**config.mk**
```make
export PLATFORM = sky130hd
export DESIGN_NAME = conv_1x1_top
export DESIGN_NICKNAME = d
export VERILOG_FILES = /design/src/conv_cfg_pkg.sv /design/src/conv_ctrl_pkg.sv /design/src/weight_load_if.sv /design/src/cnn_fifo_delay.sv /design/src/conv_1x1_top.sv /design/src/conv_ctrl.sv /design/src/conv_pe_array.sv /design/src/weight_buffer.sv
export SDC_FILE = /design/constraint.sdc
export NUM_CORES = 2
export LEC_CHECK = 0
export BUFFER_PORTS_ARGS = -buffer_cell sky130_fd_sc_hd__buf_4
export CORE_MARGIN = 8
export CORE_UTILIZATION = 47
export DETAILED_ROUTE_END_ITERATION = 6
export PLACE_DENSITY = 0.62
export SETUP_SLACK_MARGIN = 0.15
export SLEW_MARGIN = 10
export SYNTH_ARGS = -nofsm -noshare
export SYNTH_HDL_FRONTEND = slang
export SYNTH_SLANG_ARGS = --single-unit
```
**constraint.sdc**
```tcl
create_clock -name clk -period 13.01 [get_ports clk]
set_clock_uncertainty 0.1 [all_clocks]
set_input_delay 1.301 -clock clk [delete_from_list [all_inputs] [get_ports clk]]
set_output_delay 1.301 -clock clk [all_outputs]
set_load 0.03 [all_outputs]
```
**src/conv_cfg_pkg.sv**
```systemverilog
package conv_cfg_pkg;

	////////////////////////////////////////////////////////////
	// Default data sizes
	////////////////////////////////////////////////////////////

	// Weight and pixel word width
	localparam int DEF_DATA_WIDTH = 16;
	// Channels in and out of the 1x1 kernel
	localparam int DEF_C_IN  = 2;
	localparam int DEF_C_OUT = 2;

	////////////////////////////////////////////////////////////
	// Derived sizes
	////////////////////////////////////////////////////////////

	// One weight per (output, input) channel pair
	function automatic int weight_num(input int c_in, input int c_out);
		return c_in * c_out;
	endfunction

	// Full product width, growth of the channel sum, plus one guard bit
	function automatic int acc_width(input int data_width, input int c_in);
		return 2 * data_width + $clog2(c_in) + 1;
	endfunction

	// Pointer into a FIFO of the given depth, never narrower than one bit
	function automatic int ptr_width(input int depth);
		return (depth > 1) ? $clog2(depth) : 1;
	endfunction

endpackage

```
**src/conv_ctrl_pkg.sv**
```systemverilog
package conv_ctrl_pkg;

	// Weight load sequencer states
	typedef enum logic [1:0] {
		// No valid weight set in the PE array
		ST_IDLE  = 2'd0,
		// Popping a set out of the weight FIFO
		ST_LOAD  = 2'd1,
		// Weight set complete, pixels accepted
		ST_READY = 2'd2
	} ctrl_state_t;

endpackage

```
**src/weight_load_if.sv**
```systemverilog
`timescale 1ns/1ps

interface weight_load_if #(
	parameter int DATA_WIDTH = conv_cfg_pkg::DEF_DATA_WIDTH,
	parameter int WEIGHT_NUM = conv_cfg_pkg::weight_num(conv_cfg_pkg::DEF_C_IN,
		conv_cfg_pkg::DEF_C_OUT)
);
	import conv_cfg_pkg::*;

	// FIFO count covers 0..WEIGHT_NUM, index covers one weight set
	localparam int CNT_WIDTH = ptr_width(WEIGHT_NUM) + 1;
	localparam int IDX_WIDTH = ptr_width(WEIGHT_NUM);

	// FIFO read strobe
	logic                  pop;
	// Registered FIFO head, valid the cycle after pop
	logic [DATA_WIDTH-1:0] weight;
	// Weights currently queued
	logic [CNT_WIDTH-1:0]  count;
	// PE weight register write, with its slot
	logic                  write;
	logic [IDX_WIDTH-1:0]  index;

	modport buffer (
		input  pop,
		output weight,
		output count
	);

	modport ctrl (
		input  count,
		output pop,
		output write,
		output index
	);

	modport pe (
		input weight,
		input write,
		input index
	);

endinterface
```
**src/cnn_fifo_delay.sv**
```systemverilog
`timescale 1ns/1ps

module cnn_fifo_delay #(
	parameter int DATA_WIDTH    = conv_cfg_pkg::DEF_DATA_WIDTH,
	parameter int DATA_DEPTH    = 4,
	parameter int POINTER_WIDTH = conv_cfg_pkg::ptr_width(DATA_DEPTH)
) (
	input  logic                   clk,
	input  logic                   reset,
	input  logic                   write,
	input  logic                   read,
	input  logic [DATA_WIDTH-1:0]  data_in,
	output logic [DATA_WIDTH-1:0]  data_out,
	output logic [POINTER_WIDTH:0] count,
	output logic                   full,
	output logic                   empty
);

	// Storage, no reset needed
	logic [DATA_WIDTH-1:0]    mem [DATA_DEPTH];
	logic [POINTER_WIDTH-1:0] wr_ptr;
	logic [POINTER_WIDTH-1:0] rd_ptr;
	logic                     do_write;
	logic                     do_read;

	// Overflow and underflow requests are dropped
	assign do_write = write && !full;
	assign do_read  = read && !empty;

	assign full  = (count == (POINTER_WIDTH + 1)'(DATA_DEPTH));
	assign empty = (count == '0);

	////////////////////////////////////////////////////////////
	// Pointers and occupancy
	////////////////////////////////////////////////////////////
	always_ff @(posedge clk) begin
		if (reset) begin
			wr_ptr <= '0;
			rd_ptr <= '0;
			count  <= '0;
		end else begin
			// Wrap explicitly, depth need not be a power of two
			if (do_write) begin
				if (wr_ptr == POINTER_WIDTH'(DATA_DEPTH - 1))
					wr_ptr <= '0;
				else
					wr_ptr <= wr_ptr + 1'b1;
			end
			if (do_read) begin
				if (rd_ptr == POINTER_WIDTH'(DATA_DEPTH - 1))
					rd_ptr <= '0;
				else
					rd_ptr <= rd_ptr + 1'b1;
			end
			// Simultaneous push and pop leaves count alone
			case ({do_write, do_read})
				2'b10:   count <= count + 1'b1;
				2'b01:   count <= count - 1'b1;
				default: count <= count;
			endcase
		end
	end

	// Write port and registered read port
	always_ff @(posedge clk) begin
		if (do_write)
			mem[wr_ptr] <= data_in;
		if (do_read)
			data_out <= mem[rd_ptr];
	end

endmodule

```
**src/conv_1x1_top.sv**
```systemverilog
`timescale 1ns/1ps

module conv_1x1_top #(
	parameter int DATA_WIDTH = conv_cfg_pkg::DEF_DATA_WIDTH,
	parameter int C_IN       = conv_cfg_pkg::DEF_C_IN,
	parameter int C_OUT      = conv_cfg_pkg::DEF_C_OUT
) (
	input  logic                       clk,
	input  logic                       reset,
	input  logic                       weight_valid,
	input  logic [DATA_WIDTH-1:0]      weight_in,
	input  logic                       load_weights,
	input  logic                       pixel_valid,
	input  logic [C_IN*DATA_WIDTH-1:0] pixel_in,
	output logic                       weights_ready,
	output logic                       weight_full,
	output logic                       out_valid,
	output logic [C_OUT*conv_cfg_pkg::acc_width(DATA_WIDTH, C_IN)-1:0] out_data
);
	import conv_cfg_pkg::*;

	localparam int WEIGHT_NUM = weight_num(C_IN, C_OUT);

	// Controller gate into the PE pipeline
	logic pixel_accept;

	// Buffer, controller and PE array share the weight load bus
	weight_load_if #(
		.DATA_WIDTH (DATA_WIDTH),
		.WEIGHT_NUM (WEIGHT_NUM)
	) u_wl ();

	weight_buffer #(
		.DATA_WIDTH (DATA_WIDTH),
		.C_IN       (C_IN),
		.C_OUT      (C_OUT)
	) u_weight_buffer (
		.clk      (clk),
		.reset    (reset),
		.valid_in (weight_valid),
		.in       (weight_in),
		.full     (weight_full),
		.wl       (u_wl.buffer)
	);

	conv_ctrl #(
		.C_IN  (C_IN),
		.C_OUT (C_OUT)
	) u_conv_ctrl (
		.clk           (clk),
		.reset         (reset),
		.load_weights  (load_weights),
		.pixel_valid   (pixel_valid),
		.pixel_accept  (pixel_accept),
		.weights_ready (weights_ready),
		.wl            (u_wl.ctrl)
	);

	conv_pe_array #(
		.DATA_WIDTH (DATA_WIDTH),
		.C_IN       (C_IN),
		.C_OUT      (C_OUT)
	) u_conv_pe_array (
		.clk          (clk),
		.reset        (reset),
		.pixel_accept (pixel_accept),
		.pixel_in     (pixel_in),
		.wl           (u_wl.pe),
		.out_valid    (out_valid),
		.out_data     (out_data)
	);

endmodule

```
**src/conv_ctrl.sv**
```systemverilog
`timescale 1ns/1ps

module conv_ctrl #(
	parameter int C_IN  = conv_cfg_pkg::DEF_C_IN,
	parameter int C_OUT = conv_cfg_pkg::DEF_C_OUT
) (
	input  logic        clk,
	input  logic        reset,
	input  logic        load_weights,
	input  logic        pixel_valid,
	output logic        pixel_accept,
	output logic        weights_ready,
	weight_load_if.ctrl wl
);
	import conv_cfg_pkg::*;
	import conv_ctrl_pkg::*;

	localparam int WEIGHT_NUM  = weight_num(C_IN, C_OUT);
	localparam int IDX_WIDTH   = ptr_width(WEIGHT_NUM);
	// Load phase runs WEIGHT_NUM pops plus two cycles for the write to land
	localparam int LCNT_WIDTH  = $clog2(WEIGHT_NUM + 2);

	ctrl_state_t           state;
	logic [LCNT_WIDTH-1:0] load_cnt;
	logic                  pop;
	logic                  write_q;
	logic                  load_ok;

	// Start a load only with a full set queued
	assign load_ok = load_weights && (int'(wl.count) >= WEIGHT_NUM);

	// Pop during the first WEIGHT_NUM load cycles
	assign pop    = (state == ST_LOAD) && (load_cnt < LCNT_WIDTH'(WEIGHT_NUM));
	assign wl.pop = pop;

	assign wl.write      = write_q;
	assign weights_ready = (state == ST_READY);
	// Pixels outside ST_READY are dropped
	assign pixel_accept  = pixel_valid && (state == ST_READY);

	////////////////////////////////////////////////////////////
	// Load sequencer
	////////////////////////////////////////////////////////////
	always_ff @(posedge clk) begin
		if (reset) begin
			state    <= ST_IDLE;
			load_cnt <= '0;
			write_q  <= 1'b0;
		end else begin
			// FIFO data lands one cycle after the pop
			write_q <= pop;
			case (state)
				ST_IDLE, ST_READY: begin
					// Reload from ST_READY too, old set invalid at once
					if (load_ok) begin
						state    <= ST_LOAD;
						load_cnt <= '0;
					end
				end
				ST_LOAD: begin
					// Last write has landed by the final count
					if (load_cnt == LCNT_WIDTH'(WEIGHT_NUM + 1))
						state <= ST_READY;
					else
						load_cnt <= load_cnt + 1'b1;
				end
				default: state <= ST_IDLE;
			endcase
		end
	end

	// Slot for the write that follows each pop
	always_ff @(posedge clk) begin
		if (pop)
			wl.index <= load_cnt[IDX_WIDTH-1:0];
	end

endmodule

```
**src/conv_pe_array.sv**
```systemverilog
`timescale 1ns/1ps

module conv_pe_array #(
	parameter int DATA_WIDTH = conv_cfg_pkg::DEF_DATA_WIDTH,
	parameter int C_IN       = conv_cfg_pkg::DEF_C_IN,
	parameter int C_OUT      = conv_cfg_pkg::DEF_C_OUT
) (
	input  logic                       clk,
	input  logic                       reset,
	input  logic                       pixel_accept,
	input  logic [C_IN*DATA_WIDTH-1:0] pixel_in,
	weight_load_if.pe                  wl,
	output logic                       out_valid,
	output logic [C_OUT*conv_cfg_pkg::acc_width(DATA_WIDTH, C_IN)-1:0] out_data
);
	import conv_cfg_pkg::*;

	localparam int WEIGHT_NUM = weight_num(C_IN, C_OUT);
	localparam int ACC_WIDTH  = acc_width(DATA_WIDTH, C_IN);
	localparam int PROD_WIDTH = 2 * DATA_WIDTH;

	// Weight bank, index k*C_IN+c
	logic signed [DATA_WIDTH-1:0] weight_reg [WEIGHT_NUM];
	// Stage 1, one product per weight
	logic signed [PROD_WIDTH-1:0] prod_q [WEIGHT_NUM];
	logic                         valid_q;
	// Stage 2 input
	logic signed [ACC_WIDTH-1:0]  sum_next [C_OUT];

	// Weight bank written by the controller
	always_ff @(posedge clk) begin
		if (wl.write)
			weight_reg[wl.index] <= wl.weight;
	end

	////////////////////////////////////////////////////////////
	// Stage 1, multiply
	////////////////////////////////////////////////////////////
	always_ff @(posedge clk) begin
		if (pixel_accept) begin
			for (int k = 0; k < C_OUT; k++) begin
				for (int c = 0; c < C_IN; c++) begin
					prod_q[k*C_IN+c] <= weight_reg[k*C_IN+c] *
						$signed(pixel_in[c*DATA_WIDTH +: DATA_WIDTH]);
				end
			end
		end
	end

	// Channel sums, sign extended to the accumulator width
	always_comb begin
		for (int k = 0; k < C_OUT; k++) begin
			sum_next[k] = '0;
			for (int c = 0; c < C_IN; c++)
				sum_next[k] = sum_next[k] + prod_q[k*C_IN+c];
		end
	end

	////////////////////////////////////////////////////////////
	// Stage 2, sum and output
	////////////////////////////////////////////////////////////
	always_ff @(posedge clk) begin
		if (reset) begin
			valid_q   <= 1'b0;
			out_valid <= 1'b0;
		end else begin
			valid_q   <= pixel_accept;
			out_valid <= valid_q;
		end
	end

	// Output channel k in slice k, channel 0 lowest
	always_ff @(posedge clk) begin
		if (valid_q) begin
			for (int k = 0; k < C_OUT; k++)
				out_data[k*ACC_WIDTH +: ACC_WIDTH] <= sum_next[k];
		end
	end

endmodule

```
**src/weight_buffer.sv**
```systemverilog
`timescale 1ns/1ps

module weight_buffer #(
	parameter int DATA_WIDTH = conv_cfg_pkg::DEF_DATA_WIDTH,
	parameter int C_IN       = conv_cfg_pkg::DEF_C_IN,
	parameter int C_OUT      = conv_cfg_pkg::DEF_C_OUT
) (
	input  logic                  clk,
	input  logic                  reset,
	input  logic                  valid_in,
	input  logic [DATA_WIDTH-1:0] in,
	output logic                  full,
	weight_load_if.buffer         wl
);
	import conv_cfg_pkg::*;

	// FIFO holds exactly one weight set
	localparam int WEIGHT_NUM    = weight_num(C_IN, C_OUT);
	localparam int POINTER_WIDTH = ptr_width(WEIGHT_NUM);

	logic                  in_valid_q;
	logic [DATA_WIDTH-1:0] in_data_q;

	////////////////////////////////////////////////////////////
	// Input register stage
	////////////////////////////////////////////////////////////
	always_ff @(posedge clk) begin
		if (reset)
			in_valid_q <= 1'b0;
		else
			in_valid_q <= valid_in;
	end

	// Payload only captured on a strobe
	always_ff @(posedge clk) begin
		if (valid_in)
			in_data_q <= in;
	end

	// Delay FIFO, popped by the controller
	cnn_fifo_delay #(
		.DATA_WIDTH    (DATA_WIDTH),
		.DATA_DEPTH    (WEIGHT_NUM),
		.POINTER_WIDTH (POINTER_WIDTH)
	) u_fifo (
		.clk      (clk),
		.reset    (reset),
		.write    (in_valid_q),
		.read     (wl.pop),
		.data_in  (in_data_q),
		.data_out (wl.weight),
		.count    (wl.count),
		.full     (full),
		.empty    ()
	);

endmodule

```
==> flow_metrics.tcl <==
set metrics [dict create \
    status "complete, but fails checks" \
    failed_checks "design-rule violations" \
    yosys.area.top_type_share_pct 39.0 \
    grt_use_total_pct 20.7 \
    crit_path_end_kind "flop" \
    die_span_x_um 355 \
    clock_tree_root_buffer_cell "sky130_fd_sc_hd__clkbuf_16" \
    design.final.nets 6683 \
    biggestRegsByFlops "u_conv_pe_array.prod_q x128, u_conv_pe_array.out_data x66" \
    floorplan.core_area_sq_mm 0.114 \
    area.sequential_sq_mm 0.0110 \
    cell_chain_critical_path "buf_4, inv_1, nor2_1, fa_1, fa_1, fa_1, fa_1, fa_1, inv_1, fa_1, inv_1, ha_1, and2_1, or4_1, o21ai_0, o211ai_1, a21oi_1, o21ai_0, xnor2_1" \
    synth.top_cells.by_area "sky130_fd_sc_hd__fa_1 39%, sky130_fd_sc_hd__edfxtp_1 20%, sky130_fd_sc_hd__ha_1 9.3%, sky130_fd_sc_hd__inv_1 8.2%, sky130_fd_sc_hd__and2_1 5.8%" \
    largest_register_ffs 128 \
    number_of_h_tree_branching_levels 2 \
    synth.cells.most_frequent "1184 x sky130_fd_sc_hd__inv_1, 1051 x sky130_fd_sc_hd__fa_1, 536 x sky130_fd_sc_hd__nand2_1" \
    holdCritPathClass "flop to flop" \
    dominantRegCellSynth "sky130_fd_sc_hd__edfxtp_1" \
    min_period_over_period_pct 57.0 \
    worst_path_most_repeated_cell "sky130_fd_sc_hd__fa_1" \
    clk_latency_ps 600 \
    path_delay_family "adder cells" \
    count_of_warnings_emitted_by_yosys 0 \
    placed_cells_incl_taps 6651 \
    critical_path_data_required_time_ps 13240 \
    design.portCount 124 \
    r2r_slack_ps 5950 \
    cp.buffers_inverters 4 \
    drv_cap 0 \
    start_kind "primary input" \
    ir_worst_vdd_v 0.000189 \
    post_syn_instances 5179 \
    timing.max_slew.rel_slack_pct 31.5 \
    power_density_mw_per_mm2 208 \
    drtPass1Iterations 7 \
    clock_sink_count 372 \
    max_clock_freq_mhz 135 \
    top_usage_layer "met2" \
    synth_sequential_area_ratio_pct 20.4 \
    place.port_buffers 123 \
    worstSetupPathDepth 19 \
    critPathMaxStageDelay_ps 770 \
    synthesis.nets 6683 \
    worst_ep_arrival_time_ps 7650 \
    clockBufferDepth 3 \
    unrepaired_setup_endpoints_after_global_routing "false" \
    mappedNetlistArea_sq_mm 0.0539 \
    fill_cells 10300 \
    tns_ps 0 \
    synthDominantAreaCellType "sky130_fd_sc_hd__fa_1" \
    count_of_cells_resized_by_post_cts_repair 0 \
    pin_count_of_the_biggest_net_entering_global_routing 73 \
    path_clk_slew_ps 60 \
    timing_worst_setup_path_type "primary input to flop" \
    route.vias.total 34700 \
    gr-total-overflow 0 \
    number_of_hold_buffers_added_after_cts 0 \
    global_route_wire_length_before_repair_um 208000 \
    use_met2_pct 32.8 \
    asyncSetResetFlopFracSynth_pct 0 \
    tritoncts.num_buffers 38 \
    grtUsageMet1_pct 29.9 \
    cts_post_setup_buffers_inserted 0 \
    syn2layout_area_growth_pct 6.49 \
    tritoncts "yes" \
    route.final.wire_length_um 127000 \
    drt_via_density 5.16 \
    ant_nets 0 \
    max_flop_register "u_conv_pe_array.prod_q" \
    setup_ws_ps 5590 \
    min_delay_path_depth 2 \
    post-route-min-period_ps 7420 \
    report.final.slew_viol_count 0 \
    dieArea_sq_mm 0.126 \
    multi_input_comb_area_sq_mm 0.0378 \
    synth_edf_count 356 \
    layout-drive-gt1-share_pct 4.38 \
    wl_per_cell_um 18.9 \
    detailedRoute.firstIterationViolations 2061 \
    tightestPinTransition_ps 1030 \
    synth.most_common_cell "sky130_fd_sc_hd__inv_1" \
    r2r.worst_path.cells 22 \
    worst-path-max-fanout 22 \
    grt_use_met3_pct 3.40 \
    layoutNonFillerInstCount 6724 \
    grt_antenna_before_repair 5 \
    initial_core_util_pct 47.2 \
    final-setup-viol-count 0 \
    placementRows 124 \
    first_global_vias 37300 \
    hpwl_after_detailed_placement_um 100000 \
    hold_viol_final 0 \
    yosys_register_bits 372 \
    avgSynthCellArea_sq_um 10.4 \
    synth_cell_types 78 \
    die_height_um 355 \
    worst_path_max_delay_cell "sky130_fd_sc_hd__inv_1" \
    preCtsSetupSlack_ps 5030 \
    gpl.final_weighted_congestion 0.887 \
    power_leakage_uw 0.0272 \
    drt_drc_violations_left 3 \
]
tightest hold or removal path, delay by kind of cell (launching register included):
| kind | cells | cell delay, ps |
|---|---|---|
| flip-flops | 1 | 330 |
| AND/OR/NAND/NOR | 1 | 60 |
| AO/OA/AOI/OAI | 1 | 50 |
path summary, 6_finish.rpt:
path,start,end
worst max register to register,u_conv_pe_array.weight_reg[0][6]$_DFFE_PP_,u_conv_pe_array.prod_q[0][30]$_DFFE_PP_
worst max-delay path,pixel_in[15],u_conv_pe_array.prod_q[0][31]$_DFFE_PP_
worst min register to register,u_conv_ctrl.load_cnt[1]$_SDFFE_PP0P_,u_conv_ctrl.load_cnt[1]$_SDFFE_PP0P_
worst min-delay path,u_conv_ctrl.load_cnt[1]$_SDFFE_PP0P_,u_conv_ctrl.load_cnt[1]$_SDFFE_PP0P_
metal layers:
| layer | vias to the layer above | part of all wire [%] |
|---|---|---|
| li1 | 15800 | - |
| met1 | 17700 | 46 |
| met2 | 982 | 46 |
| met3 | 172 | 6.2 |
| met4 | 0 | 2.5 |
| met5 | - | 0 |
stage by stage:
| stage | total power [uW] | area (sq um) | hold slack, ps | util (%) |
|---|---|---|---|---|
| after floorplan | 8670 | 53900 | 356 | - |
| after global placement | 10800 | 56100 | 379 | 49.2 |
| after detailed placement | 10900 | 56100 | 384 | 49.2 |
| after CTS | 12100 | 57400 | 399 | 50.3 |
| after global routing | 13300 | 57400 | 415 | 50.3 |
| final | 11900 | 57400 | 396 | 50.3 |
area by class of cell:
type	instances	share of cell area (%)
diodes	3	0.0131
clock buffers	54	1.87
clock inverters	16	0.327
inverters	1184	7.75
multi-input cells	3455	65.9
flip-flops and latches	372	19.2
well taps	1512	3.30
repair buffers	128	1.67
logic make-up (layout without fill, tap and decap cells):
kind of cell | Yosys count | count (layout) | synth area share (%)
and+or+nand+nor | 1352 | 1352 | 12.5
adders and majority gates | 1451 | 1451 | 48.3
other | 0 | 3 | 0
xor gates and xnor gates | 195 | 195 | 3.17
muxes | 19 | 19 | 0.725
DFF | 372 | 372 | 20.4
AOI/OAI and AO/OA | 438 | 438 | 5.39
buffers and inverters | 1352 | 1382 | 9.43
report_power, final:
part	switching, uW	leakage, uW	internal [uW]
clock network	505	0.000608	611
registers	6.36	0.00335	1820
logic	5100	0.0232	3870
total	5610	0.0272	6300
cells in the final DEF, fill, tap and decap left out, types with 21 or more instances in the layout:
cell type                   Yosys  routed
sky130_fd_sc_hd__inv_1       1184    1184
sky130_fd_sc_hd__nand3_1       25      25
sky130_fd_sc_hd__ha_1         400     400
sky130_fd_sc_hd__buf_4          2     128
sky130_fd_sc_hd__fa_1        1051    1051
sky130_fd_sc_hd__edfxtp_1     356     356
sky130_fd_sc_hd__nor2b_1       26      26
sky130_fd_sc_hd__a21o_1        78      78
sky130_fd_sc_hd__nor2_1       144     143
sky130_fd_sc_hd__o21ai_0       65      65
sky130_fd_sc_hd__and3_1        21      21
sky130_fd_sc_hd__nor3_1        22      22
sky130_fd_sc_hd__o21a_1        29      29
sky130_fd_sc_hd__and2_1       498     497
sky130_fd_sc_hd__clkbuf_16      0      39
sky130_fd_sc_hd__nand2b_1      44      44
sky130_fd_sc_hd__a21oi_1      130     130
sky130_fd_sc_hd__xnor2_1      147     147
sky130_fd_sc_hd__nand2_1      536     536
sky130_fd_sc_hd__xor2_1        48      48
Power figures use the tool's default switching activity.
